$ cat config.mk
export PLATFORM = sky130hd
export DESIGN_NAME = l2_ctrl
export DESIGN_NICKNAME = d
export VERILOG_FILES = /design/src/logic/l2_pkg.sv /design/src/logic/l2_ctrl.sv
export SDC_FILE = /design/constraint.sdc
export NUM_CORES = 1
export LEC_CHECK = 0
export ABC_AREA = 1
export ABC_CLOCK_PERIOD_IN_PS = 5900
export BUFFER_PORTS_ARGS = -buffer_cell sky130_fd_sc_hd__buf_2
export CAP_MARGIN = 20
export CORE_UTILIZATION = 44
export CTS_BUF_LIST = sky130_fd_sc_hd__clkbuf_8 sky130_fd_sc_hd__clkbuf_16
export CTS_CLUSTER_DIAMETER = 200
export DETAILED_ROUTE_END_ITERATION = 6
export GPL_ROUTABILITY_DRIVEN = 0
export PLACE_DENSITY_LB_ADDON = 0.25
export REMOVE_ABC_BUFFERS = 1
export SLEW_MARGIN = 20
export SYNTH_ARGS = -nofsm -noshare
export SYNTH_HDL_FRONTEND = slang
export SYNTH_SLANG_ARGS = --single-unit
$ cat constraint.sdc
create_clock -name clk -period 5.9 [get_ports clk]
set_clock_uncertainty 0.15 [all_clocks]
set_input_delay 1.18 -clock clk [delete_from_list [all_inputs] [get_ports clk]]
set_output_delay 1.18 -clock clk [all_outputs]
set_load 0.05 [all_outputs]
$ cat src/logic/l2_pkg.sv
// Shared geometry, state and AXI read-channel types for the L2 read cache
// Geometry is fixed here; every module derives its widths from these values
// Address split assumes power-of-two beats, sets and ways
package l2_pkg;

	// Bus and line geometry
	localparam int ADDR_W     = 32;
	localparam int DATA_W     = 64;
	localparam int BEAT_BYTES = 8;
	localparam int LINE_BEATS = 16;
	localparam int WAYS       = 4;
	localparam int SETS       = 32;

	// Derived field widths
	localparam int OFFS_W = $clog2(BEAT_BYTES);
	localparam int BEAT_W = $clog2(LINE_BEATS);
	localparam int SET_W  = $clog2(SETS);
	localparam int WAY_W  = $clog2(WAYS);
	localparam int TAG_W  = ADDR_W - SET_W - BEAT_W - OFFS_W;

	// Victim LFSR reset value, must be nonzero
	localparam logic [15:0] LFSR_SEED = 16'hace1;

	// Controller states
	typedef enum logic [2:0] {
		IDLE,
		LOOKUP,
		REFILL,
		RESPOND,
		FENCE
	} l2_state_e;

	// AXI burst encodings, WRAP not supported
	typedef enum logic [1:0] {
		FIXED = 2'b00,
		INCR  = 2'b01
	} axi_burst_e;

	// AR channel payload
	typedef struct packed {
		logic [ADDR_W-1:0] addr;
		logic [7:0]        len;
		axi_burst_e        burst;
	} axi_ar_t;

	// R channel payload
	typedef struct packed {
		logic [DATA_W-1:0] data;
		logic [1:0]        resp;
		logic              last;
	} axi_r_t;

	// Address view: tag | set | beat in line | byte in beat
	typedef struct packed {
		logic [TAG_W-1:0]  tag;
		logic [SET_W-1:0]  set;
		logic [BEAT_W-1:0] beat;
		logic [OFFS_W-1:0] offs;
	} l2_addr_t;

endpackage

$ cat src/logic/l2_ctrl.sv
// L2 controller FSM; holds the request sampled in IDLE
// The request is only accepted upstream on a lookup hit; a miss refills
// and then looks up again, so the requester must keep AR stable meanwhile
module l2_ctrl (
	input  logic            clk,
	input  logic            arst_n,
	input  logic            up_ar_valid,
	input  l2_pkg::axi_ar_t up_ar,
	input  logic            fence_req,
	input  logic            hit,
	input  logic            refill_done,
	input  logic            resp_done,
	output logic            up_ar_ready,
	output l2_pkg::axi_ar_t req,
	output logic            lookup,
	output logic            alloc,
	output logic            refill_start,
	output logic            resp_start,
	output logic            inval_all,
	output logic            fence_done
);
	import l2_pkg::*;

	l2_state_e state_q;
	l2_state_e state_d;

	// Next state
	always_comb begin
		state_d = state_q;
		case (state_q)
			IDLE: begin
				// Fence wins over a pending read
				if (fence_req) begin
					state_d = FENCE;
				end else if (up_ar_valid) begin
					state_d = LOOKUP;
				end
			end
			LOOKUP: begin
				state_d = hit ? RESPOND : REFILL;
			end
			REFILL: begin
				// Back to IDLE, the same request then hits
				if (refill_done) begin
					state_d = IDLE;
				end
			end
			RESPOND: begin
				if (resp_done) begin
					state_d = IDLE;
				end
			end
			FENCE: begin
				state_d = IDLE;
			end
			default: begin
				state_d = IDLE;
			end
		endcase
	end

	always_ff @(posedge clk or negedge arst_n) begin
		if (!arst_n) begin
			state_q <= IDLE;
		end else begin
			state_q <= state_d;
		end
	end

	// Request copy, refreshed each time IDLE sees a read
	always_ff @(posedge clk) begin
		if (state_q == IDLE && !fence_req && up_ar_valid) begin
			req <= up_ar;
		end
	end

	// LOOKUP lasts one cycle, so every command below is a single pulse
	assign lookup       = (state_q == LOOKUP);
	assign resp_start   = lookup & hit;
	assign alloc        = lookup & ~hit;
	assign refill_start = alloc;

	// AR handshake completes only on a hit
	assign up_ar_ready  = resp_start;

	// One cycle of FENCE clears the valid bits and acknowledges
	assign inval_all    = (state_q == FENCE);
	assign fence_done   = inval_all;

endmodule

-- Word level (Yosys, flattened, before mapping)
Cells that the tools add are included.
Widths: inputs -> output; s select.
- bits in latches: 0
- bits in read-only memories: 0
- memories: 0
- word-level logic and storage cells: 25
- register bits after elaboration: 45
- input bits: 49
- output and inout bits: 49
- memory bits (writable): 0
- shifts and indexed selects: 0
- muxes and demuxes: 6
- eq/ne operators: 7
- $add $sub $neg: 0
- bitwise operators: 3
- div/mod/pow operators: 0
- $lt $le $gt $ge: 0
- multipliers: 0
- reduce and logical (&&, ||, !) cells: 5
- operators with widths (operator ; count):
    $mux 3 ; 4
    $pmux 3 s4 ; 1
    $eq 3x2->1 const B ; 2
    $ne 2x2->1 const B ; 2
    $eq 3x1->1 const B ; 1
    $eq 3x3->1 const B ; 1
    $logic_not 3->1 ; 1
    $ne 3x3->1 const B ; 1
    $reduce_and 3->1 ; 1
    $and 1x1->1 ; 2
    $logic_and 1x1->1 ; 2
    $logic_not 1->1 ; 1
    $mux 1 ; 1
    $not 1->1 ; 1

-- Logic depth before layout (Yosys ltp)
- depth in word-level cells: 3
- gate-level depth with buffers: 6
- depth with buffers taken out: 5

-- Worst setup path after synthesis
No wires, ideal clock.
- path type: input -> register
- start point: input port fence_req
- end point: register req[0] (netlist bit), enable pin
- cell stages on the path: 3
- buffers on the path: 0
- library setup time: 0.441 ns
- data required time: 5.309 ns
- slack: 2.189 ns
- data arrival time: 3.120 ns
- path through: inv_1 > nand3_1 > nor2_1
- longest elaborated chain between the ends: 3
- RTL lines (what ; line ; text):
    from (decl) ; l2_ctrl.sv:9 ; input logic fence_req,
    $logic_not 1->1 ; l2_ctrl.sv:72 ; if (state_q == IDLE && !fence_req && up_ar_valid) begin
    $logic_and 1x1->1 (2 in a row) ; l2_ctrl.sv:72 ;
    to (signal assigned) ; l2_ctrl.sv:73 ; req <= up_ar;
    to (decl) ; l2_ctrl.sv:14 ; output l2_pkg::axi_ar_t req,
No other way between the ends.
A chain may end at the register's enable or synchronous reset.

-- Final worst setup path
- start point: input port hit
- end point: output port resp_start
- longest elaborated chain between the ends: 1
- RTL lines (what ; line ; text):
    from (decl) ; l2_ctrl.sv:10 ; input logic hit,
    $and 1x1->1 ; l2_ctrl.sv:79 ; assign resp_start = lookup & hit;
    to (decl) ; l2_ctrl.sv:18 ; output logic resp_start,
No other way between the ends.

==> run summary <==
Hold Path Class: reg -> reg
crit share post-route: 51.8%
number of synthesized flops with an enable pin: 42
Final Hold Vio Count: 0
Final ANT Viol Nets: 0
Hold Path Depth: 1
vias per cell: 4.49
Worst Path Max Fanout: 2
highest clock rate: 327 MHz
Filler Cell Count: 236
setup slack, reg-to-reg: 4.08 ns
post-synthesis register bit count: 45
ranking of synthesized cells by area: edfxtp_1 85%, dfrtp_1 5.0%, inv_1 2.0%
Syn Std Cell Area: 1490 µm²
CTS max path bufs: 2
critical path arrival: 1.73 ns
CTS tree: built
number of buffers inserted by hold repair at cts: 0
Synth top cells by count: 42 x edfxtp_1, 8 x inv_1, 6 x nand2_1, 4 x nand3_1, 4 x nor2_1
Most used DFF post-synth: edfxtp_1
max_cap viols: 0
Layout area overhead: 42.9%
status: finished clean
clk_lat worst skew: 0.28 ns
Max IR drop VDD: 0.000249 V
Via Count: 993
fin nets: 226
row count: 20
gr usage total: 15.2%
crit path time final: 3.06 ns
clock sink count: 45
Congestion Overflow GR: 0
register area: 1340 µm²
initial antenna violation count: 0
total DRC errors in the routed layout: 0
Core ar.: 3130 µm²
WS Path Type: in -> out
R2R cell count: 4
final instance area: 2130 µm²
fin. max-slew vios: 0
die width: 60.1 µm
worst-margin pin slew: 0.408 ns
first-pass GRT wire length: 3.76 mm
vias in the first global route: 869
Mean Syn Cell Area: 19.6 µm²
Root Driver: clkbuf_8
drt pass-1 iters: 4
CTS H-Tree Depth: 2
WL per Instance: 12.1 µm
Hold Slack: 0.366 ns
crit start category: input port
slew margin rel.: 72.7%
io pins: 98
Min-Delay Endpoint: state_q[2]$_DFFE_PN0P_
Critical Path End Type: primary output
First DRT Iteration DRCs: 15
Power, Total: 0.894 mW
Resized cells post-CTS: 0
share of cells above drive strength 1: 60.5%
Final setup viols: 0
Crit Reg-Reg Startpoint: state_q[0]$_DFFE_PN0P_
CP Data Required Time: 4.57 ns
most numerous cell in the Yosys netlist: edfxtp_1
reg2reg end: req[1]$_DFFE_PP_
setup TNS: 0 ns
port buffer count: 97
post-DP HPWL: 2.04 mm
dominant cell type by area after synthesis: edfxtp_1
share of synthesized registers carrying an async set or reset: 6.67%
Die H: 60.1 µm
Mapped Cells: 76
Hold Startpoint: state_q[2]$_DFFE_PN0P_
Detailed Route WL: 2.67 mm
top cell type's share of synthesized area: 84.8%
die area: 3620 µm²
sequential fraction of the synthesis area: 89.8%
Yosys cell types: 12
Leakage: 0.963 nW
postcts setup bufs: 0
area occupied by multi-input gates: 95.1 µm²
clock transition at the registers of the reported paths: 0.07 ns
Antenna diodes: 0
PD cells: 421 nW/µm²
Starting Density: 47.6%
placed instance area: 2000 µm²
Inserted Clock Buffers: 5
unrepaired setup endpoints after global routing: no
pin count of the biggest net entering global routing: 43
Synthesis Warnings: 0
==> power by group <==
part / switching, mW / internal, mW / leakage (nW)
clock: 0.0917 / 0.123 / 0.0540
sequential: 0.0192 / 0.398 / 0.424
combinational: 0.207 / 0.0558 / 0.485
==> registers in the layout, indices dropped and copies added (netlist names) <==
name	flops
state_q	3
req	42
==> layout make-up <==
cell class | count | share of cell area, %
clock buffer | 5 | 3.24
timing repair buffer | 98 | 23.8
inverter | 8 | 1.41
clock inverter | 2 | 1.65
tap | 44 | 2.59
multi-input combinational | 19 | 4.47
sequential | 45 | 62.9
==> worst max path at each step <==
stage                      startpoint          end  slack, ns  cells past startpoint
2_1_floorplan  state_q[0]$_DFFE_PN0P_   fence_done       2.04                      1
3_3_place_gp                      hit        alloc       2.88                      3
3_5_place_dp                      hit   resp_start       2.83                      4
4_1_cts                           hit   resp_start       2.82                      4
5_1_grt                           hit  up_ar_ready       2.80                      4
6_report                          hit   resp_start       2.84                      4
==> worst max-delay path, cell delays in order <==
cell	delay [ns]
buf_2	0.09
nand3_1	0.11
inv_1	0.09
buf_2	0.26
==> per-layer routing <==
layer / GRT usage [%] / routed length (µm) / vias up
li1: - / - / 470
met1: 14.2 / 909 / 455
met2: 26.4 / 1460 / 60
met3: 6.06 / 229 / 8
met4: 10.6 / 77 / 0
met5: 0 / 0 / -
==> per-stage QoR <==
stage	worst slack, ns	instances	util [%]
6_report	2.84	221	68.0
5_1_grt	2.80	221	68.0
4_1_cts	2.82	220	67.3
3_5_place_dp	2.83	213	64.0
3_3_place_gp	2.88	213	64.0
2_1_floorplan	2.04	72	-
==> layout by cell type (no fill, tap or decap), types with 2 or more instances in the layout <==
master,count
edfxtp_1,42
nand2_1,6
clkbuf_8,5
nand3_1,4
nor2_1,3
dfrtp_1,3
nand4_1,2
buf_2,97
inv_1,8
==> kinds of logic after synthesis <==
group                  count (synthesis)  share of synthesized area [%]
flip-flops                            45                           89.8
AND/OR/NAND/NOR                       19                           5.89
buffers and inverters                 12                           4.29
No activity file was read; power rests on OpenSTA's default activity.
