--- src/logic/l2_pkg.sv ---
// Shared geometry, state and AXI read-channel types for the L2 read cache
// Geometry is fixed here; every module derives its widths from these values
// Address split assumes power-of-two beats, sets and ways
package l2_pkg;

	// Bus and line geometry
	localparam int ADDR_W     = 32;
	localparam int DATA_W     = 64;
	localparam int BEAT_BYTES = 8;
	localparam int LINE_BEATS = 16;
	localparam int WAYS       = 4;
	localparam int SETS       = 32;

	// Derived field widths
	localparam int OFFS_W = $clog2(BEAT_BYTES);
	localparam int BEAT_W = $clog2(LINE_BEATS);
	localparam int SET_W  = $clog2(SETS);
	localparam int WAY_W  = $clog2(WAYS);
	localparam int TAG_W  = ADDR_W - SET_W - BEAT_W - OFFS_W;

	// Victim LFSR reset value, must be nonzero
	localparam logic [15:0] LFSR_SEED = 16'hace1;

	// Controller states
	typedef enum logic [2:0] {
		IDLE,
		LOOKUP,
		REFILL,
		RESPOND,
		FENCE
	} l2_state_e;

	// AXI burst encodings, WRAP not supported
	typedef enum logic [1:0] {
		FIXED = 2'b00,
		INCR  = 2'b01
	} axi_burst_e;

	// AR channel payload
	typedef struct packed {
		logic [ADDR_W-1:0] addr;
		logic [7:0]        len;
		axi_burst_e        burst;
	} axi_ar_t;

	// R channel payload
	typedef struct packed {
		logic [DATA_W-1:0] data;
		logic [1:0]        resp;
		logic              last;
	} axi_r_t;

	// Address view: tag | set | beat in line | byte in beat
	typedef struct packed {
		logic [TAG_W-1:0]  tag;
		logic [SET_W-1:0]  set;
		logic [BEAT_W-1:0] beat;
		logic [OFFS_W-1:0] offs;
	} l2_addr_t;

endpackage

--- src/logic/l2_refill.sv ---
// Line refill engine on the downstream AXI4 read port
// Issues one line-aligned INCR burst of LINE_BEATS beats per refill_start
// line_addr must stay stable until refill_done
module l2_refill (
	input  logic                      clk,
	input  logic                      arst_n,
	input  logic                      refill_start,
	input  l2_pkg::l2_addr_t          line_addr,
	input  logic                      mem_ar_ready,
	input  logic                      mem_r_valid,
	input  l2_pkg::axi_r_t            mem_r,
	output logic                      mem_ar_valid,
	output l2_pkg::axi_ar_t           mem_ar,
	output logic                      mem_r_ready,
	output logic                      wr_en,
	output logic [l2_pkg::BEAT_W-1:0] wr_beat,
	output logic [l2_pkg::DATA_W-1:0] wr_data,
	output logic                      refill_done
);
	import l2_pkg::*;

	logic              ar_valid_q;
	logic              busy_q;
	logic [BEAT_W-1:0] beat_q;

	// Line-aligned address, fixed length and INCR
	assign mem_ar.addr  = {line_addr.tag, line_addr.set, {(BEAT_W + OFFS_W){1'b0}}};
	assign mem_ar.len   = 8'(LINE_BEATS - 1);
	assign mem_ar.burst = INCR;
	assign mem_ar_valid = ar_valid_q;

	// Ready for data for the whole refill
	assign mem_r_ready  = busy_q;
	assign wr_en        = mem_r_valid & busy_q;
	assign wr_beat      = beat_q;
	assign wr_data      = mem_r.data;
	assign refill_done  = wr_en & mem_r.last;

	always_ff @(posedge clk or negedge arst_n) begin
		if (!arst_n) begin
			ar_valid_q <= 1'b0;
			busy_q     <= 1'b0;
			beat_q     <= '0;
		end else begin
			// AR held until accepted
			if (refill_start) begin
				ar_valid_q <= 1'b1;
			end else if (mem_ar_ready) begin
				ar_valid_q <= 1'b0;
			end
			if (refill_start) begin
				busy_q <= 1'b1;
			end else if (refill_done) begin
				busy_q <= 1'b0;
			end
			// Beat index into the line
			if (refill_start) begin
				beat_q <= '0;
			end else if (wr_en) begin
				beat_q <= beat_q + 1'b1;
			end
		end
	end

endmodule

--- config.mk ---
export PLATFORM = sky130hd
export DESIGN_NAME = l2_refill
export DESIGN_NICKNAME = d
export VERILOG_FILES = /design/src/logic/l2_pkg.sv /design/src/logic/l2_refill.sv
export SDC_FILE = /design/constraint.sdc
export NUM_CORES = 1
export LEC_CHECK = 0
export ABC_AREA = 0
export ABC_CLOCK_PERIOD_IN_PS = 1200
export BUFFER_PORTS_ARGS = -buffer_cell sky130_fd_sc_hd__buf_4
export CAP_MARGIN = 0
export CORE_AREA = 2 2 84 86
export DETAILED_ROUTE_END_ITERATION = 10
export DIE_AREA = 0 0 86 88
export MAX_ROUTING_LAYER = met4
export PLACE_DENSITY = 0.54
export SYNTH_ARGS = -nofsm -noshare
export SYNTH_HDL_FRONTEND = slang
export SYNTH_SLANG_ARGS = --single-unit
--- constraint.sdc ---
create_clock -name clk -period 1.2 [get_ports clk]
set_clock_uncertainty 0.05 [all_clocks]
set_input_delay 0.24 -clock clk [delete_from_list [all_inputs] [get_ports clk]]
set_output_delay 0.24 -clock clk [all_outputs]
set_load 0.01 [all_outputs]
# Word level (Yosys, flattened, before mapping)
# Cells that the tools add are included.
# Widths: inputs -> output; s select.
# word_totals
output_inout_bits	114
ff_bits	6
word_cells	15
# op_classes
n_addsub	1
mux	6
bitwise	2
reduce_logical	3
# op_table
operator	count
$mux 4	2
$reduce_bool 2->1	3
$add 4x1->4 const B	1
$mux 1	4
$and 1x1->1	2

# Logic depth before layout (Yosys ltp)
# logic_depth
ltp_word	4
mapped_depth	4
depth_no_buf	4

# Worst setup path before layout
# Ideal clock, no wire load.
# synth_timing
kind	flip-flop to flip-flop
from	register busy_q (netlist: mem_r_ready)
to	register beat_q[3] (netlist: wr_beat[3])
path_stages_with_launch	4
arrival_time_ns	1.009
path_slack_ns	0.063
setup_ns	0.077
path_cell_list	dfrtp_1 -> nand2_2 -> or3_1 -> a21oi_1
# synth_between
elab_chain_cells	2
# synth_lines
item	line_no	text
from (decl)	l2_refill.sv:23	logic busy_q;
from (signal assigned)	l2_refill.sv:42	busy_q <= 1'b0;
from (signal assigned)	l2_refill.sv:52	busy_q <= 1'b1;
from (signal assigned)	l2_refill.sv:54	busy_q <= 1'b0;
$and 1x1->1	l2_refill.sv:34	assign wr_en = mem_r_valid & busy_q;
$reduce_bool 2->1 (no line)	n/a	
to (signal assigned)	l2_refill.sv:60	beat_q <= beat_q + 1'b1;
to (decl)	l2_refill.sv:24	logic [BEAT_W-1:0] beat_q;
# Every way passes these cells.
# A chain may end at the register's enable or synchronous reset.

# Final worst setup path
# layout_timing
from	register busy_q (netlist: mem_r_ready)
to	output port refill_done
# layout_between
elab_chain_cells	2
# layout_lines
item	line_no	text
$and 1x1->1	l2_refill.sv:34	
$and 1x1->1	l2_refill.sv:37	assign refill_done = wr_en & mem_r.last;
to (decl)	l2_refill.sv:18	output logic refill_done
# Every way passes these cells.

==> impl_metrics.py <==
metrics = {
    "sta": {
        "finalCritPeriodShare": 1.00,
        "fmax_mhz": 830,
        "drv_slew": 0,
        "fin_ws_ns": -0.00517,
        "finalSetupViolations": 1,
        "finalHoldViolCount": 0,
        "grt_setup_unrepaired": "yes",
        "min_period_ns": 1.21,
    },
    "floorplanning": {
        "row_count": 30,
        "die_y_um": 88,
        "core_mm2": 0.00664,
        "io_pins": 218,
        "die_w_um": 86,
        "initial_core_util": 0.161,
        "dieArea_mm2": 0.00757,
    },
    "flow_run": {
        "maxCapViolations": 0,
    },
    "grt": {
        "grt_max_degree": 7,
        "grtUsageTotal": 0.0456,
        "overflow": 0,
        "grt_pass1_vias": 420,
        "antenna_found_initial": 0,
        "grt_pass1_wl_mm": 2.44,
    },
    "synth": {
        "avgSynthCellArea_um2": 7.99,
        "synth_seq_area_share": 0.140,
        "synth_cells": 134,
        "synth_seq_cells": 6,
        "syn_area_mm2": 0.00107,
        "ys_types": 15,
        "yosys_warnings": 0,
    },
    "final_layout": {
        "diodes": 0,
        "fin_area_um2": 609,
        "layout_commonest_cell": "conb_1",
        "synthToLayoutAreaGrowth_pct": -43.1,
        "drive_above_1_share": 0.371,
        "instances_no_fill": 142,
        "mostFrequentLayoutCells": "conb_1, buf_4, dfrtp_1, nand3_1, clkbuf_8",
        "final_nets": 169,
    },
    "outcome": {
        "run_status": "complete, but fails checks",
        "violations": "setup timing",
    },
    "worst_setup_path": {
        "arrival_ns": 0.92,
        "rrSetupSlack_ns": 0.10,
        "setup.worst_path.class": "reg -> out",
        "r2r_cells": 4,
        "path_max_fanout": 4,
        "r2r_start": "wr_beat[0]",
        "crit_required_ns": 0.91,
        "startpoint_type": "flip-flop",
        "rr_endpoint": "wr_beat[2]",
        "endpoint_kind": "output port",
    },
    "min_path": {
        "holdPathStages": 2,
        "min_to": "wr_beat[3]",
        "hold_start": "refill_start",
        "min_path_type": "in -> reg",
    },
    "detailed_routing": {
        "drtAntennaViolNets": 0,
        "routed_wl_mm": 1.82,
        "vias_per_cell": 2.87,
        "dr.first_iter.drc_count": 10,
        "vias": 408,
        "wl_per_cell_um": 12.8,
        "drc": 0,
        "dr.pass1.iters": 4,
    },
    "clocking": {
        "cts_tree": "built",
        "path_clk_slew_ns": 0.04,
        "clock_sinks": 6,
        "post_cts_buffers": 0,
        "htreeDepth": 1,
        "cts_max_path_buffers": 2,
        "cts-root-buf": "clkbuf_8",
        "cts_buffers": 3,
        "clock_latency_ns": 0.22,
    },
    "placed_design": {
        "place_hpwl_mm": 1.46,
        "dp_slack_ns": 0.0872,
        "placed_area_um2": 544,
        "dp_cells": 138,
        "io_buffers": 13,
        "gp_congestion": 0.698,
    },
    "power": {
        "p_clk_frac": 0.461,
        "pwr-share-comb": 0.188,
        "seq_power_share": 0.350,
        "internal-power_mw": 0.486,
        "power_switching_mw": 0.170,
        "ir_worst_vdd_mv": 0.260,
        "power_leakage_nw": 0.288,
        "power.share.switching": 0.259,
        "p_per_area_mw_per_mm2": 1080,
    },
}
[worst max path at each step]
stage	from	to	slack (ns)	depth (start not counted)
after detailed placement	mem_r_ready	wr_beat[3]	0.09	3
after CTS	mem_r_ready	refill_done	-0.04	2
final	mem_r_ready	refill_done	-0.005	2
after global placement	mem_r_ready	wr_beat[3]	0.11	3
after floorplan	mem_r_ready	wr_beat[3]	0.06	3
after global routing	mem_r_ready	refill_done	-0.03	2
[stage by stage]
stage	total power [mW]	utilization	setup TNS (ns)	hold WS, ns
after floorplan	0.629	-	0	-0.106
after global placement	0.346	0.0819	0	0.00950
after detailed placement	0.347	0.0819	0	0.0126
after CTS	0.671	0.0913	-0.0511	0.190
after global routing	0.701	0.0917	-0.0607	0.195
final	0.656	0.0917	-0.00517	0.186
[power by group through the flow]
stage | clock network (mW) | registers [mW] | logic, mW
after floorplan | 0 | 0.234 | 0.395
after global placement | 0 | 0.230 | 0.116
after detailed placement | 0 | 0.231 | 0.116
after CTS | 0.317 | 0.229 | 0.125
after global routing | 0.329 | 0.232 | 0.139
final | 0.303 | 0.230 | 0.124
[synthesized netlist by cell type (all sizes together)]
master	count	area, µm²
buf	106	796
dfrtp	6	150
nand2	3	13.8
nand3	3	15.0
a21o	2	15.0
a21oi	2	10.0
conb	2	7.51
inv	2	7.51
nor2	2	7.51
xor2	2	17.5
and3	1	7.51
ha	1	12.5
o21ai	1	5.00
or3	1	6.26
[worst max-delay path, cell delays in order (launching register included)]
cell     delay [ns]
dfrtp_2        0.43
and3_4         0.16
buf_6          0.11
[final cells by class]
| class | count | area, µm² |
|---|---|---|
| flip-flops and latches | 6 | 153 |
| fillers | 771 | 6030 |
| clock buffers | 3 | 41.3 |
| well taps | 80 | 100 |
| repair buffers | 16 | 130 |
| inverters | 2 | 7.51 |
| multi-input cells | 35 | 178 |
[routing by layer]
layer  global-route usage  share of wire  vias up  wire, µm
met5                    -              0        -         0
met2               0.0529           0.39       59       716
li1                     -              -      142         -
met4               0.0924           0.18        0       320
met1               0.0315           0.22      159       399
met3               0.0292           0.21       48       384
[registers in the layout (all words and copies together) (netlist names)]
name and cells:
mem_r_ready 1, mem_ar_valid 1, wr_beat 4
[repair_timing]
item                                    in CTS  in global routing
endpoints found under the setup margin       2                  3
hold endpoints to repair                     6                  0
resized for setup                            4                  2
hold buffers                                 1                  0
[cell families after synthesis]
group / after synthesis / share of synthesized area
and+or+nand+nor: 10 / 0.0467
AOI/OAI and AO/OA: 5 / 0.0280
other: 2 / 0.00701
DFF: 6 / 0.140
adders and majority gates: 1 / 0.0117
xor gates and xnor gates: 2 / 0.0164
buffers and inverters: 108 / 0.750
Note: power is estimated with default switching activity, not from simulation.
