==> config.mk <==
export PLATFORM = sky130hd
export DESIGN_NAME = l2_tag_store
export DESIGN_NICKNAME = d
export VERILOG_FILES = /design/src/logic/l2_pkg.sv /design/src/logic/l2_tag_store.sv
export SDC_FILE = /design/constraint.sdc
export NUM_CORES = 2
export LEC_CHECK = 0
export BUFFER_PORTS_ARGS = -buffer_cell sky130_fd_sc_hd__buf_2
export CORE_MARGIN = 3
export CORE_UTILIZATION = 60
export DETAILED_ROUTE_END_ITERATION = 8
export PLACE_DENSITY = 0.76
export SETUP_SLACK_MARGIN = 0.05
export SLEW_MARGIN = 25
export SYNTH_ARGS = -nofsm -noshare
export SYNTH_HDL_FRONTEND = slang
export SYNTH_SLANG_ARGS = --single-unit
export TNS_END_PERCENT = 50
==> constraint.sdc <==
create_clock -name clk -period 8.7 [get_ports clk]
set_input_delay 1.74 -clock clk [delete_from_list [all_inputs] [get_ports clk]]
set_output_delay 1.74 -clock clk [all_outputs]
set_load 0.005 [all_outputs]
==> src/logic/l2_pkg.sv <==
// Shared geometry, state and AXI read-channel types for the L2 read cache
// Geometry is fixed here; every module derives its widths from these values
// Address split assumes power-of-two beats, sets and ways
package l2_pkg;

	// Bus and line geometry
	localparam int ADDR_W     = 32;
	localparam int DATA_W     = 64;
	localparam int BEAT_BYTES = 8;
	localparam int LINE_BEATS = 16;
	localparam int WAYS       = 4;
	localparam int SETS       = 32;

	// Derived field widths
	localparam int OFFS_W = $clog2(BEAT_BYTES);
	localparam int BEAT_W = $clog2(LINE_BEATS);
	localparam int SET_W  = $clog2(SETS);
	localparam int WAY_W  = $clog2(WAYS);
	localparam int TAG_W  = ADDR_W - SET_W - BEAT_W - OFFS_W;

	// Victim LFSR reset value, must be nonzero
	localparam logic [15:0] LFSR_SEED = 16'hace1;

	// Controller states
	typedef enum logic [2:0] {
		IDLE,
		LOOKUP,
		REFILL,
		RESPOND,
		FENCE
	} l2_state_e;

	// AXI burst encodings, WRAP not supported
	typedef enum logic [1:0] {
		FIXED = 2'b00,
		INCR  = 2'b01
	} axi_burst_e;

	// AR channel payload
	typedef struct packed {
		logic [ADDR_W-1:0] addr;
		logic [7:0]        len;
		axi_burst_e        burst;
	} axi_ar_t;

	// R channel payload
	typedef struct packed {
		logic [DATA_W-1:0] data;
		logic [1:0]        resp;
		logic              last;
	} axi_r_t;

	// Address view: tag | set | beat in line | byte in beat
	typedef struct packed {
		logic [TAG_W-1:0]  tag;
		logic [SET_W-1:0]  set;
		logic [BEAT_W-1:0] beat;
		logic [OFFS_W-1:0] offs;
	} l2_addr_t;

endpackage

==> src/logic/l2_tag_store.sv <==
// Tag and valid arrays with a combinational compare over all ways of a set
// Tags have no reset; the valid bits alone qualify a match
// At most one way can match, since a line is only allocated on a miss
module l2_tag_store (
	input  logic                     clk,
	input  logic                     arst_n,
	input  l2_pkg::l2_addr_t         addr,
	input  logic                     alloc,
	input  logic [l2_pkg::WAY_W-1:0] alloc_way,
	input  logic                     inval_all,
	output logic                     hit,
	output logic [l2_pkg::WAY_W-1:0] hit_way,
	output logic [l2_pkg::WAYS-1:0]  set_valid
);
	import l2_pkg::*;

	logic [TAG_W-1:0]            tags [SETS][WAYS];
	logic [SETS-1:0][WAYS-1:0]   valid_q;
	logic [WAYS-1:0]             match;

	// Per-way compare in the addressed set
	always_comb begin
		for (int w = 0; w < WAYS; w++) begin
			match[w] = valid_q[addr.set][w] && (tags[addr.set][w] == addr.tag);
		end
	end

	// Encode the matching way
	always_comb begin
		hit_way = '0;
		for (int w = 0; w < WAYS; w++) begin
			if (match[w]) begin
				hit_way = WAY_W'(w);
			end
		end
	end

	assign hit       = |match;
	assign set_valid = valid_q[addr.set];

	// Tag write on allocation
	always_ff @(posedge clk) begin
		if (alloc) begin
			tags[addr.set][alloc_way] <= addr.tag;
		end
	end

	// Valid set early so the line hits while it is still refilling
	always_ff @(posedge clk or negedge arst_n) begin
		if (!arst_n) begin
			valid_q <= '0;
		end else if (inval_all) begin
			valid_q <= '0;
		end else if (alloc) begin
			valid_q[addr.set][alloc_way] <= 1'b1;
		end
	end

endmodule

# Word level (Yosys, flattened, before mapping)
# Memory sizes are Yosys's and may differ from the RTL's.
# Index checks and enable logic that the tools add are counted.
dict set report op_classes {
  n_lt_le_gt_ge 6
  eq_ne 4
  n_mux 15
  n_bitwise 2
  n_reduce_logical 9
}
# op n
set ops {}
lappend ops {{128-bit 2-to-1 mux} 2}
lappend ops {{128-bit OR} 1}
lappend ops {{20-bit == test} 4}
lappend ops {{80-bit 2-to-1 mux} 1}
lappend ops {{20-bit demux with 2-bit select} 1}
lappend ops {{4-bit binary-select mux with 5-bit select} 1}
lappend ops {{4-bit demux with 5-bit select} 1}
lappend ops {{20-bit 2-to-1 mux} 1}
lappend ops {{4-bit 2-to-1 mux} 2}
lappend ops {{1-bit logical AND} 7}
lappend ops {{5-bit by 6-bit less-than comparator with 1-bit output (second input constant)} 1}
lappend ops {{5-bit by 1-bit greater-or-equal comparator with 1-bit output (second input constant)} 1}
lappend ops {{2-bit 2-to-1 mux} 2}
lappend ops {{4-bit OR reduction} 1}
lappend ops {{3-bit greater-or-equal comparator (second input constant)} 1}
lappend ops {{2-bit by 3-bit less-than comparator with 1-bit output (second input constant)} 1}
lappend ops {{3-bit by 1-bit less-than comparator with 1-bit output (second input constant)} 1}
lappend ops {{1-bit 2-to-1 mux} 3}
lappend ops {{2-bit inverter with 3-bit output} 1}
lappend ops {{1-bit demux with 2-bit select} 1}
lappend ops {{2-bit by 1-bit greater-or-equal comparator with 1-bit output (second input constant)} 1}
lappend ops {{2-bit nonzero test} 1}
dict set report totals {
  ff_bits 128
  ramBits 2560
  inputBits 38
  out_inout_bits 7
  memories 1
}
# name depth width read_ports rd_clocked_by_memory_dff write_ports line_no
set mem_list {}
lappend mem_list {tags 32 80 1 0 1 l2_tag_store.sv:17} ;# logic [TAG_W-1:0] tags [SETS][WAYS];

# Logic depth before layout (Yosys ltp)
dict set report depth {
  word_depth 9
  depth_mapped 15
  ltp_nobuf 8
}

# Worst setup path after synthesis
# No wires, ideal clock.
dict set report synth_path {
  path_type {input port to output port}
  from {input addr[7] in the netlist's numbering}
  to {output hit}
  arrival_time_ps 4527
  setup_slack_ps 2433
  stages 15
  n_path_buf 7
  path_cell_list {buf_6 buf_6 buf_4 buf_4 buf_2 buf_2 buf_2 mux2i_1 o22ai_1 nor4_1 nand2_1 xor2_1 nor4_1 nand2_1 o2111ai_1}
}
dict set report synth_between {
  elab_chain_len 4
  elab_cells_between_ends 12
  cone_classes {eq/ne: 4; mux: 2; reduce/logical: 5; memory: 1}
}
# element line_no
set synth_rtl {}
lappend synth_rtl {{start: declaration} l2_tag_store.sv:7} ;# input l2_pkg::l2_addr_t addr,
lappend synth_rtl {{memory 32 x 80 bit or 4-bit binary-select mux with 5-bit select (tied branches)} n/a}
lappend synth_rtl {{20-bit == test or 4-bit 2-to-1 mux (tied branches)} l2_tag_store.sv:24} ;# match[w] = valid_q[addr.set][w] && (tags[addr.set][w] == addr.tag);
lappend synth_rtl {{1-bit logical AND} l2_tag_store.sv:24}
lappend synth_rtl {{4-bit OR reduction (*)} l2_tag_store.sv:38} ;# assign hit = |match;
lappend synth_rtl {{end: declaration} l2_tag_store.sv:11} ;# output logic hit,
# Every way passes the cells marked *; elsewhere a longest branch is shown, timed or not. The select of a mux whose other input is x is not followed.

# Final worst setup path
dict set report layout_path {
  from {input addr[9] in the netlist's numbering}
  to {output hit_way[0] in the netlist's numbering}
}
dict set report layout_between {
  elab_chain_len 6
  elab_cells_between_ends 12
  cone_classes {eq/ne: 3; mux: 5; reduce/logical: 3; memory: 1}
}
# element line_no
set layout_rtl {}
lappend layout_rtl {{memory 32 x 80 bit or 4-bit binary-select mux with 5-bit select (tied branches)} n/a}
lappend layout_rtl {{20-bit == test or 4-bit 2-to-1 mux (tied branches)} l2_tag_store.sv:24}
lappend layout_rtl {{1-bit logical AND} l2_tag_store.sv:24}
lappend layout_rtl {{1-bit 2-to-1 mux} l2_tag_store.sv:32} ;# if (match[w]) begin
lappend layout_rtl {{2-bit 2-to-1 mux} l2_tag_store.sv:32}
lappend layout_rtl {{2-bit 2-to-1 mux (*)} l2_tag_store.sv:32}
lappend layout_rtl {{end: declaration} l2_tag_store.sv:12} ;# output logic [l2_pkg::WAY_W-1:0] hit_way,
# Marked as above.

==> flow_summary.ini <==
[drt]
antenna_left = 0
via_per_inst = 6.95
wl_per_cell_um = 34.8
drt-initial-drc-count = 10700
drc = 0
totalWireLength_um = 292000
vias = 58300
drt-pass1-iter-count = 6

[clock_tree]
cts_setup_buffers = 0
path_clk_slew_ns = 0.06
clk_path_buf_depth = 4
postCtsHoldBufs = 0
cts_sinks = 2688
htree_levels = 5
clk_latency_ns = 0.90
numCtsBuffers = 278
cts_root_buf = clkbuf_16
cts_tree = yes
post_cts_resized = 0

[cells_and_area]
drive_gt1_share_pct = 15.5
area_growth_pct = 13.7
fin_area_sq_um = 118000
fin_util_pct = 69.1
fill_cells = 10200
nets = 5946

[power_and_ir_drop]
peakVddDrop_v = 0.000215
leakage_nw = 40.6
fin_total_pwr_mw = 26.4
p_per_area_nw_per_um2 = 224

[global_route]
grt_use_total_pct = 32.3
grt_pass1_vias = 57200
grt_pass1_wl_um = 409000
antenna_found_initial = 14
grt_max_degree = 105
grt_overflow = 0

[synthesis]
synth_top_family_by_area = multiplexers
synth_area_sq_um = 104000
ys_types = 49
seq_area_frac_synth_pct = 77.3
yosysWarnings = 0
synth_top_cell_area_share_pct = 74.2
synth_edf_count = 2560
netlist_instances = 5646
muxShareOfSynthArea_pct = 13.2
yosysTopAreaCell = edfxtp_1
syn_area_per_cell_sq_um = 18.4
synth-async-reset-ratio_pct = 4.76
yosys.area_share.adder_pct = 0
synth-compound-area-share_pct = 4.40
syn_nets = 5684
synth_xor_area_share_pct = 0.414
netlist_top_cells_count = edfxtp_1 (2,560), mux2i_1 (1,136), o22ai_1 (568)
synth_most_common_cell = edfxtp_1
synth_area_leaders = edfxtp_1 (74%), mux2i_1 (11%), o22ai_1 (3.4%), dfrtp_1 (3.1%), mux4_2 (2.3%)
synth-seq-cells = 2688
ys.flop_type = edfxtp_1
synthSimpleGateAreaFrac_pct = 3.10

[setup_path]
start_kind = primary input
critical_path_class = primary input to output pin
r2r_slack_ns = 7.88
worstRegToRegCells = 2
r2r_start = valid_q[84]
cp.required_ns = 6.96
end_kind = output pin
r2r-end = valid_q[84]
worstPathArrival_ns = 6.54
crit_fanout = 24

[timing]
tightest_slew_ns = 1.13
final-max-slew-violation-count = 0
fin_skew_ns = 0
fin_crit_ns = 8.28
rsz0062_at_grt = false
period_share_pct = 95.2
relSlewSlack_pct = 24.5
fmax_mhz = 121
finalHoldViolCount = 0
fin_setup_tns_ns = 0
setup_viol = 0

[floorplan]
dieArea_sq_um = 178000
ioPinCount = 45
dieHeight_um = 422
start_util_pct = 60.8
coreArea_sq_um = 170000
die_w_um = 422
rows = 151

[hold_path]
hold_path.startpoint = valid_q[41]
hp-class = register to register
min_to = valid_q[41]
hold-path-cell-count = 2

[flow_run]
maxCapViolCount = 0

[outcome]
status = complete, no violations

[place]
place.gp.congestion = 0.846
placed_area_sq_um = 109000
port_buffers = 37
hpwl_um = 158000
==> cells by family (layout without fill, tap and decap cells) <==
kind of cell,count (synthesis),in the layout
AO/OA/AOI/OAI,696,696
XOR/XNOR,49,49
buffers and inverters,322,769
flip-flops,2688,2688
multiplexers,1240,1240
other,0,7
AND/OR/NAND/NOR,651,651
==> worst max-delay path, stage by stage <==
cell      delay [ns]
buf_2           0.58
or4bb_4         0.66
o22ai_1         0.11
or4_1           0.61
or4_1           0.53
a211oi_1        0.30
nand4_1         0.41
or4_1           0.90
o21ai_1         0.47
buf_2           0.20
==> registers in the layout, indices dropped and copies added (netlist names) <==
register and cells:
tags 2560, valid_q 128
==> how the worst max path moves through the flow <==
stage	start	endpoint	slack, ns	cells past startpoint
after detailed placement	addr[9]	hit	0.57	12
after CTS	addr[9]	hit	0.56	12
after floorplan	addr[7]	hit	2.43	15
after global routing	addr[7]	hit_way[0]	0.39	11
final	addr[9]	hit_way[0]	0.42	10
after global placement	addr[9]	hit_way[0]	0.66	10
==> routing by layer <==
layer / wire, um / GRT usage, %
met1: 104000 / 45.0
met2: 136000 / 50.2
met3: 39700 / 7.37
met4: 12900 / 12.9
met5: 13 / 0
==> stage by stage <==
step                std cells  hold slack, ns  setup WS (ns)
global route             8393           0.508          0.388
detailed placement       7911           0.483          0.566
finish                   8395           0.493          0.419
global placement         7857           0.473          0.661
CTS                      8376           0.496          0.558
floorplan                5646           0.461           2.43
==> cell usage in the layout, fill, tap and decap left out, drive strengths merged, types with 4 or more instances in the layout <==
| cell type | synthesis | final |
|---|---|---|
| a211oi | 7 | 7 |
| a21oi | 18 | 18 |
| a22oi | 52 | 52 |
| and3 | 19 | 19 |
| buf | 232 | 304 |
| bufinv | 0 | 11 |
| clkbuf | 90 | 364 |
| clkinv | 0 | 85 |
| clkinvlp | 0 | 5 |
| dfrtp | 128 | 128 |
| diode | 0 | 7 |
| edfxtp | 2560 | 2560 |
| mux2i | 1136 | 1136 |
| mux4 | 104 | 104 |
| nand2 | 77 | 77 |
| nand3 | 6 | 6 |
| nand4 | 24 | 24 |
| nand4b | 4 | 4 |
| nand4bb | 5 | 5 |
| nor2 | 320 | 320 |
| nor4 | 128 | 128 |
| o21ba | 34 | 34 |
| o22ai | 568 | 568 |
| o31ai | 10 | 10 |
| or2 | 20 | 20 |
| or4 | 28 | 28 |
| or4b | 4 | 4 |
| xnor2 | 37 | 37 |
| xor2 | 12 | 12 |
==> where the power goes <==
| group | internal [mW] | leakage [nW] | switching, mW |
|---|---|---|---|
| registers | 14.2 | 24.8 | 0.0134 |
| clock network | 6.36 | 4.02 | 4.66 |
| logic | 0.379 | 11.8 | 0.795 |
| total | 20.9 | 40.6 | 5.47 |
==> layout make-up <==
class / count / area [sq um] / area share, %
diodes: 7 / 17.5 / 0.0149
clock buffers: 364 / 7500 / 6.37
clock inverters: 101 / 731 / 0.620
multi-input cells: 2636 / 22900 / 19.4
flip-flops and latches: 2688 / 80100 / 68.0
well taps: 2295 / 2870 / 2.44
repair buffers: 304 / 3700 / 3.14
Power figures use the tool's default switching activity.
