$ cat config.mk
export PLATFORM = sky130hd
export DESIGN_NAME = l2_read_resp
export DESIGN_NICKNAME = d
export VERILOG_FILES = /design/src/logic/l2_pkg.sv /design/src/logic/l2_read_resp.sv
export SDC_FILE = /design/constraint.sdc
export NUM_CORES = 1
export LEC_CHECK = 0
export ABC_AREA = 1
export BUFFER_PORTS_ARGS = -buffer_cell sky130_fd_sc_hd__buf_4
export CAP_MARGIN = 10
export CORE_AREA = 2 2 72 74
export CTS_CLUSTER_SIZE = 14
export DETAILED_ROUTE_END_ITERATION = 10
export DIE_AREA = 0 0 74 76
export PLACE_DENSITY = 0.86
export SLEW_MARGIN = 20
export SYNTH_ARGS = -nofsm -noshare
export SYNTH_HDL_FRONTEND = slang
export SYNTH_SLANG_ARGS = --single-unit
$ cat constraint.sdc
create_clock -name clk -period 1.9 [get_ports clk]
set_clock_uncertainty 0.05 [all_clocks]
set_input_delay 0.38 -clock clk [delete_from_list [all_inputs] [get_ports clk]]
set_output_delay 0.38 -clock clk [all_outputs]
set_load 0.005 [all_outputs]
$ cat src/logic/l2_pkg.sv
// Shared geometry, state and AXI read-channel types for the L2 read cache
// Geometry is fixed here; every module derives its widths from these values
// Address split assumes power-of-two beats, sets and ways
package l2_pkg;

	// Bus and line geometry
	localparam int ADDR_W     = 32;
	localparam int DATA_W     = 64;
	localparam int BEAT_BYTES = 8;
	localparam int LINE_BEATS = 16;
	localparam int WAYS       = 4;
	localparam int SETS       = 32;

	// Derived field widths
	localparam int OFFS_W = $clog2(BEAT_BYTES);
	localparam int BEAT_W = $clog2(LINE_BEATS);
	localparam int SET_W  = $clog2(SETS);
	localparam int WAY_W  = $clog2(WAYS);
	localparam int TAG_W  = ADDR_W - SET_W - BEAT_W - OFFS_W;

	// Victim LFSR reset value, must be nonzero
	localparam logic [15:0] LFSR_SEED = 16'hace1;

	// Controller states
	typedef enum logic [2:0] {
		IDLE,
		LOOKUP,
		REFILL,
		RESPOND,
		FENCE
	} l2_state_e;

	// AXI burst encodings, WRAP not supported
	typedef enum logic [1:0] {
		FIXED = 2'b00,
		INCR  = 2'b01
	} axi_burst_e;

	// AR channel payload
	typedef struct packed {
		logic [ADDR_W-1:0] addr;
		logic [7:0]        len;
		axi_burst_e        burst;
	} axi_ar_t;

	// R channel payload
	typedef struct packed {
		logic [DATA_W-1:0] data;
		logic [1:0]        resp;
		logic              last;
	} axi_r_t;

	// Address view: tag | set | beat in line | byte in beat
	typedef struct packed {
		logic [TAG_W-1:0]  tag;
		logic [SET_W-1:0]  set;
		logic [BEAT_W-1:0] beat;
		logic [OFFS_W-1:0] offs;
	} l2_addr_t;

endpackage

$ cat src/logic/l2_read_resp.sv
// Upstream R channel sequencer for a hit
// INCR advances the beat (wraps inside the line), FIXED repeats it
// The array read runs one cycle ahead of each accepted beat
module l2_read_resp (
	input  logic                      clk,
	input  logic                      arst_n,
	input  logic                      resp_start,
	input  l2_pkg::axi_ar_t           req,
	input  logic                      up_r_ready,
	input  logic [l2_pkg::DATA_W-1:0] rd_data,
	output logic                      rd_en,
	output logic [l2_pkg::BEAT_W-1:0] rd_beat,
	output logic                      up_r_valid,
	output l2_pkg::axi_r_t            up_r,
	output logic                      resp_done
);
	import l2_pkg::*;

	l2_addr_t          start;
	logic              valid_q;
	logic [7:0]        cnt_q;
	logic [7:0]        len_q;
	axi_burst_e        burst_q;
	logic [BEAT_W-1:0] beat_q;
	logic [BEAT_W-1:0] next_beat;
	logic              r_hs;

	assign start     = req.addr;
	assign r_hs      = valid_q & up_r_ready;
	assign next_beat = (burst_q == INCR) ? beat_q + 1'b1 : beat_q;

	// First read on accept, then one per accepted beat that is not last
	assign rd_en     = resp_start | (r_hs & ~up_r.last);
	assign rd_beat   = resp_start ? start.beat : next_beat;

	assign up_r_valid = valid_q;
	assign up_r.data  = rd_data;
	// OKAY
	assign up_r.resp  = 2'b00;
	assign up_r.last  = (cnt_q == len_q);
	assign resp_done  = r_hs & up_r.last;

	always_ff @(posedge clk or negedge arst_n) begin
		if (!arst_n) begin
			valid_q <= 1'b0;
			cnt_q   <= '0;
		end else if (resp_start) begin
			valid_q <= 1'b1;
			cnt_q   <= '0;
		end else if (r_hs) begin
			valid_q <= ~up_r.last;
			cnt_q   <= cnt_q + 8'd1;
		end
	end

	// Burst shape and current beat
	always_ff @(posedge clk) begin
		if (resp_start) begin
			len_q   <= req.len;
			burst_q <= req.burst;
		end
		if (rd_en) begin
			beat_q <= rd_beat;
		end
	end

endmodule

### Yosys cells after proc, flatten, opt, wreduce, memory -nomap -nowiden

Cells that the tools add are included.

| operators by class | value |
|---|---|
| divide/modulo/power cells | 0 |
| equality and inequality tests | 2 |
| reductions and logical operators | 1 |
| bitwise logic cells | 5 |
| muxes and demuxes | 6 |
| shift operators | 0 |
| $lt $le $gt $ge | 0 |
| multipliers | 0 |
| $add $sub $neg | 2 |

Operator list:

| cell | count |
|---|---|
| $mux W8 | 2 |
| $add A8 B1 Y8 const B | 1 |
| $eq A8 B8 Y1 | 1 |
| $mux W4 | 2 |
| $add A4 B1 Y4 const B | 1 |
| $and A1 B1 Y1 | 3 |
| $eq A2 B1 Y1 const B | 1 |
| $mux W1 | 2 |
| $reduce_bool A2 Y1 | 1 |
| $not A1 Y1 | 1 |
| $or A1 B1 Y1 | 1 |

| word-level totals | value |
|---|---|
| output and inout bits | 74 |
| latch bits | 0 |
| bits of input ports | 110 |
| bits in writable memories | 0 |
| register bits | 23 |
| logic and storage cells | 21 |
| bits in read-only memories | 0 |
| memories kept | 0 |

### Longest topological paths before layout

| depth | value |
|---|---|
| depth after elaboration | 4 |
| mapped depth | 8 |
| depth with buffers taken out | 8 |

### Worst setup path after synthesis

Ideal clock, no wire load.

| timing path | value |
|---|---|
| kind | register to output |
| start | register cnt_q[0] |
| end | output rd_en |
| data required time | 1.470 ns |
| arrival time | 0.983 ns |
| path slack | 0.487 ns |
| buffers on the path | 0 |
| cell stages (with the launch flop) | 9 |
| cell sequence | dfrtp_1 > inv_1 > nand2_1 > nand2_1 > nand2_1 > nor2_1 > nand2_1 > nand2_1 > nand2_1 |

| on the way | value |
|---|---|
| longest elaborated chain between the ends | 4 |

RTL lines:

| element | line | RTL |
|---|---|---|
| start, declared | l2_read_resp.sv:21 | `logic [7:0] cnt_q;` |
| start signal, assigned | l2_read_resp.sv:52 | `cnt_q <= cnt_q + 8'd1;` |
| $eq A8 B8 Y1 | l2_read_resp.sv:40 | `assign up_r.last = (cnt_q == len_q);` |
| $not A1 Y1 | l2_read_resp.sv:33 | `assign rd_en = resp_start \| (r_hs & ~up_r.last);` |
| $and A1 B1 Y1 | l2_read_resp.sv:33 |  |
| $or A1 B1 Y1 | l2_read_resp.sv:33 |  |
| end, declared | l2_read_resp.sv:11 | `output logic rd_en,` |

Every way passes these cells.

### Worst setup path in the final report

| timing path | value |
|---|---|
| start | register burst_q[1] |
| end | output rd_beat[3] (netlist name) |

| on the way | value |
|---|---|
| longest elaborated chain between the ends | 3 |

RTL lines:

| element | line | RTL |
|---|---|---|
| start, declared | l2_read_resp.sv:23 | `axi_burst_e burst_q;` |
| start signal, assigned | l2_read_resp.sv:60 | `burst_q <= req.burst;` |
| $eq A2 B1 Y1 | l2_read_resp.sv:30 | `assign next_beat = (burst_q == INCR) ? beat_q + 1'b1 : beat_q;` |
| $mux W4 | l2_read_resp.sv:30 |  |
| $mux W4 | l2_read_resp.sv:34 | `assign rd_beat = resp_start ? start.beat : next_beat;` |
| end, declared | l2_read_resp.sv:12 | `output logic [l2_pkg::BEAT_W-1:0] rd_beat,` |

Every way passes these cells.

==> impl_metrics.json <==
{
  "setup_repair_after_global_routing_missed_its_margin": "yes",
  "hold_path.class": "in -> reg",
  "regToRegEndpoint": "beat_q[3]",
  "tritoncts_num_sinks": 23,
  "fin_nets": 281,
  "first_iter_violations": 10,
  "grt_usage": 0.116,
  "antennaDiodeCount": 0,
  "worstPathArrival_ns": 1.42,
  "synth_top_cell_area_share": 0.307,
  "ioPinCount": 184,
  "drtPass1Iterations": 4,
  "syn_avg_cell_area_um2": 8.36,
  "status": "complete, no violations",
  "p_comb_frac": 0.157,
  "avgViaCountPerCell": 4.27,
  "grt_pass1_vias": 953,
  "worstHoldStart": "req[0]",
  "critical_path_peak_fanout": 4,
  "p_seq_frac": 0.556,
  "synth.yosys.seq_area_share": 0.394,
  "worst_hold_path.endpoint": "burst_q[0]",
  "critPathKind": "reg -> out",
  "die_x_um": 74,
  "syn2layout_area_growth_pct": -4.43,
  "clock_tree_from_tritoncts": "done",
  "dieHeight_um": 76,
  "placement.io_buffers": 25,
  "finalMaxSlewViolations": 0,
  "ys_seq_elements": 23,
  "worst-r2r-setup-slack_ns": 0.46,
  "start_util": 0.334,
  "cpMostUsedCell": "sky130_fd_sc_hd__nor2_1",
  "worstPathCellList": "nor2_4 > nand2_2 > o21ai_1 > nand2_1 > nor2_1 > nor2_1 > buf_4",
  "cts_root_buf": "sky130_fd_sc_hd__clkbuf_8",
  "worstPathRequired_ns": 1.47,
  "timing.rr.start": "cnt_q[0]",
  "start_kind": "flip-flop",
  "slowest_stage": "sky130_fd_sc_hd__edfxtp_1",
  "worstHoldPathCells": 1,
  "clkLatencyLatePin_ns": 0.27,
  "avgRoutedWirePerCell_um": 14.1,
  "power_per_cell_area_nw_per_um2": 682,
  "grt_max_degree": 17,
  "numCtsBuffers": 3,
  "placeableCoreArea_um2": 4910,
  "multiInputGateArea_um2": 448,
  "grt_pass1_wl_mm": 4.88,
  "worst_r2r_path_depth": 9,
  "critical_path.top_delay_family": "simple AND/OR/NAND/NOR gates",
  "worst_ir_drop_vdd_v": 0.000540,
  "cts.htree.levels": 1,
  "switching_power_uw": 263,
  "setup_viol": 0,
  "antenna_found_initial": 0,
  "dp_hpwl_mm": 2.68,
  "tcrit_tclk_final": 0.975,
  "drcViolationCount": 0,
  "drive_gt1_frac": 0.315,
  "finish.utilization": 0.319,
  "power.leakage_nw": 0.720,
  "wl_mm": 3.37,
  "grt_overflow": 0,
  "min_period_ns": 1.85,
  "ff_latch_area_um2": 646,
  "antenna_violating_nets_post_route": 0,
  "syn_area_um2": 1640,
  "routed-via-count": 1016,
  "max_cap_viol_count": 0,
  "power.switching_fraction": 0.246,
  "crit_buf_inv": 1,
  "synth_largest_area_cell": "sky130_fd_sc_hd__buf_4",
  "clk_pin_slew_worst_paths_ns": 0.08,
  "clockPowerShare": 0.287,
  "fp-row-count": 26,
  "internal_uw": 805,
  "ys_warn_count": 0,
  "finish.instance_area_um2": 1570,
  "detailed_place.area_um2": 1440,
  "synthesis.instances": 196,
  "gp_congestion": 0.798,
  "slowest_delay_ns": 0.44,
  "yosys_cell_types": 20,
  "critPathCaptureType": "output port",
  "synthTopCellsByArea": "sky130_fd_sc_hd__buf_4 31%, sky130_fd_sc_hd__edfxtp_1 26%, sky130_fd_sc_hd__dfrtp_1 14%",
  "final_cell_mix": "33 x sky130_fd_sc_hd__nand2_1, 33 x sky130_fd_sc_hd__buf_4, 20 x sky130_fd_sc_hd__inv_1, 14 x sky130_fd_sc_hd__edfxtp_1, 12 x sky130_fd_sc_hd__nor2_1",
  "design.die.area_um2": 5620,
  "num-fill-cells": 519,
  "ctsLongestPathBuffers": 2,
  "hold_viol_final": 0,
  "achievable-frequency_mhz": 540
}
## per-layer routing
layer  global-route usage  vias up  share of wire
met3               0.0569       19           0.14
met1                0.105      440           0.30
met5                    0        -              0
met4               0.0673        0          0.038
li1                     -      479              -
met2                0.203       78           0.52
## cell type report
class	count	area share
clock buffer	4	0.0288
timing repair buffer	34	0.165
sequential	23	0.412
multi-input combinational	85	0.286
tap	70	0.0559
inverter	22	0.0527
## Yosys cell counts
cell,number
sky130_fd_sc_hd__xnor2_1,3
sky130_fd_sc_hd__xor2_1,1
sky130_fd_sc_hd__nor2_4,2
sky130_fd_sc_hd__nor3_1,3
sky130_fd_sc_hd__a21oi_1,4
sky130_fd_sc_hd__o21ai_0,8
sky130_fd_sc_hd__nor3_2,1
sky130_fd_sc_hd__a31oi_1,1
sky130_fd_sc_hd__conb_1,1
sky130_fd_sc_hd__inv_1,21
sky130_fd_sc_hd__nand2_1,39
sky130_fd_sc_hd__nand2_2,3
sky130_fd_sc_hd__a211oi_1,1
sky130_fd_sc_hd__nor2_1,14
sky130_fd_sc_hd__buf_4,67
sky130_fd_sc_hd__ha_1,2
sky130_fd_sc_hd__dfrtp_1,9
sky130_fd_sc_hd__clkinv_1,1
sky130_fd_sc_hd__nand3_1,1
sky130_fd_sc_hd__edfxtp_1,14
## flip-flops by register name, indices dropped and copies added (netlist names)
signal and cells:
cnt_q 8, len_q 8, beat_q 4, burst_q 2
up_r_valid 1
## timing repair
item,CTS,global route
buffers inserted,3,2
hold buffers,1,0
gates resized for setup,3,11
setup endpoints to repair,3,5
hold endpoints to repair,9,0
pin swaps,1,6
## worst reg2reg max path: cells and delay by family, from the launching register on
family	cells	cell delay (ns)
DFF	1	0.42
and+or+nand+nor	7	0.50
buffers and inverters	2	0.25
## worst max path at each step
stage / from / cells past startpoint / slack, ns / endpoint
6_report: burst_q[1] / 7 / 0.05 / rd_beat[3]
3_3_place_gp: burst_q[1] / 5 / 0.29 / rd_beat[2]
5_1_grt: burst_q[1] / 6 / -0.09 / rd_beat[3]
4_1_cts: cnt_q[7] / 9 / 0.01 / rd_en
2_1_floorplan: cnt_q[0] / 8 / 0.49 / rd_en
3_5_place_dp: burst_q[1] / 7 / 0.25 / rd_beat[3]
## per-stage QoR
| step | TNS (ns) | power (mW) | hold WS (ns) | std cells | worst slack [ns] |
|---|---|---|---|---|---|
| global placement | 0 | 0.743 | 0.159 | 228 | 0.291 |
| global route | -0.212 | 1.13 | 0.218 | 238 | -0.0929 |
| CTS | 0 | 1.06 | 0.228 | 236 | 0.0107 |
| finish | 0 | 1.07 | 0.231 | 238 | 0.0472 |
| floorplan | 0 | 0.783 | 0.0344 | 197 | 0.487 |
| detailed placement | 0 | 0.750 | 0.161 | 228 | 0.248 |
## power groups by stage
stage          clock network [mW]  logic, mW  registers, mW
3_3_place_gp                    0      0.143          0.600
3_5_place_dp                    0      0.147          0.603
5_1_grt                     0.340      0.190          0.599
6_report                    0.306      0.168          0.594
2_1_floorplan                   0      0.186          0.597
4_1_cts                     0.315      0.154          0.592
## logic make-up (layout without fill, tap and decap cells)
family,Yosys count,count (layout),synth area share
and+or+nand+nor,63,63,0.165
buffers and inverters,89,60,0.357
xor gates and xnor gates,4,4,0.0214
adders and majority gates,2,2,0.0153
AOI/OAI and AO/OA,14,14,0.0450
other,1,2,0.00229
DFF,23,23,0.394
(Power assumes the default switching activity.)
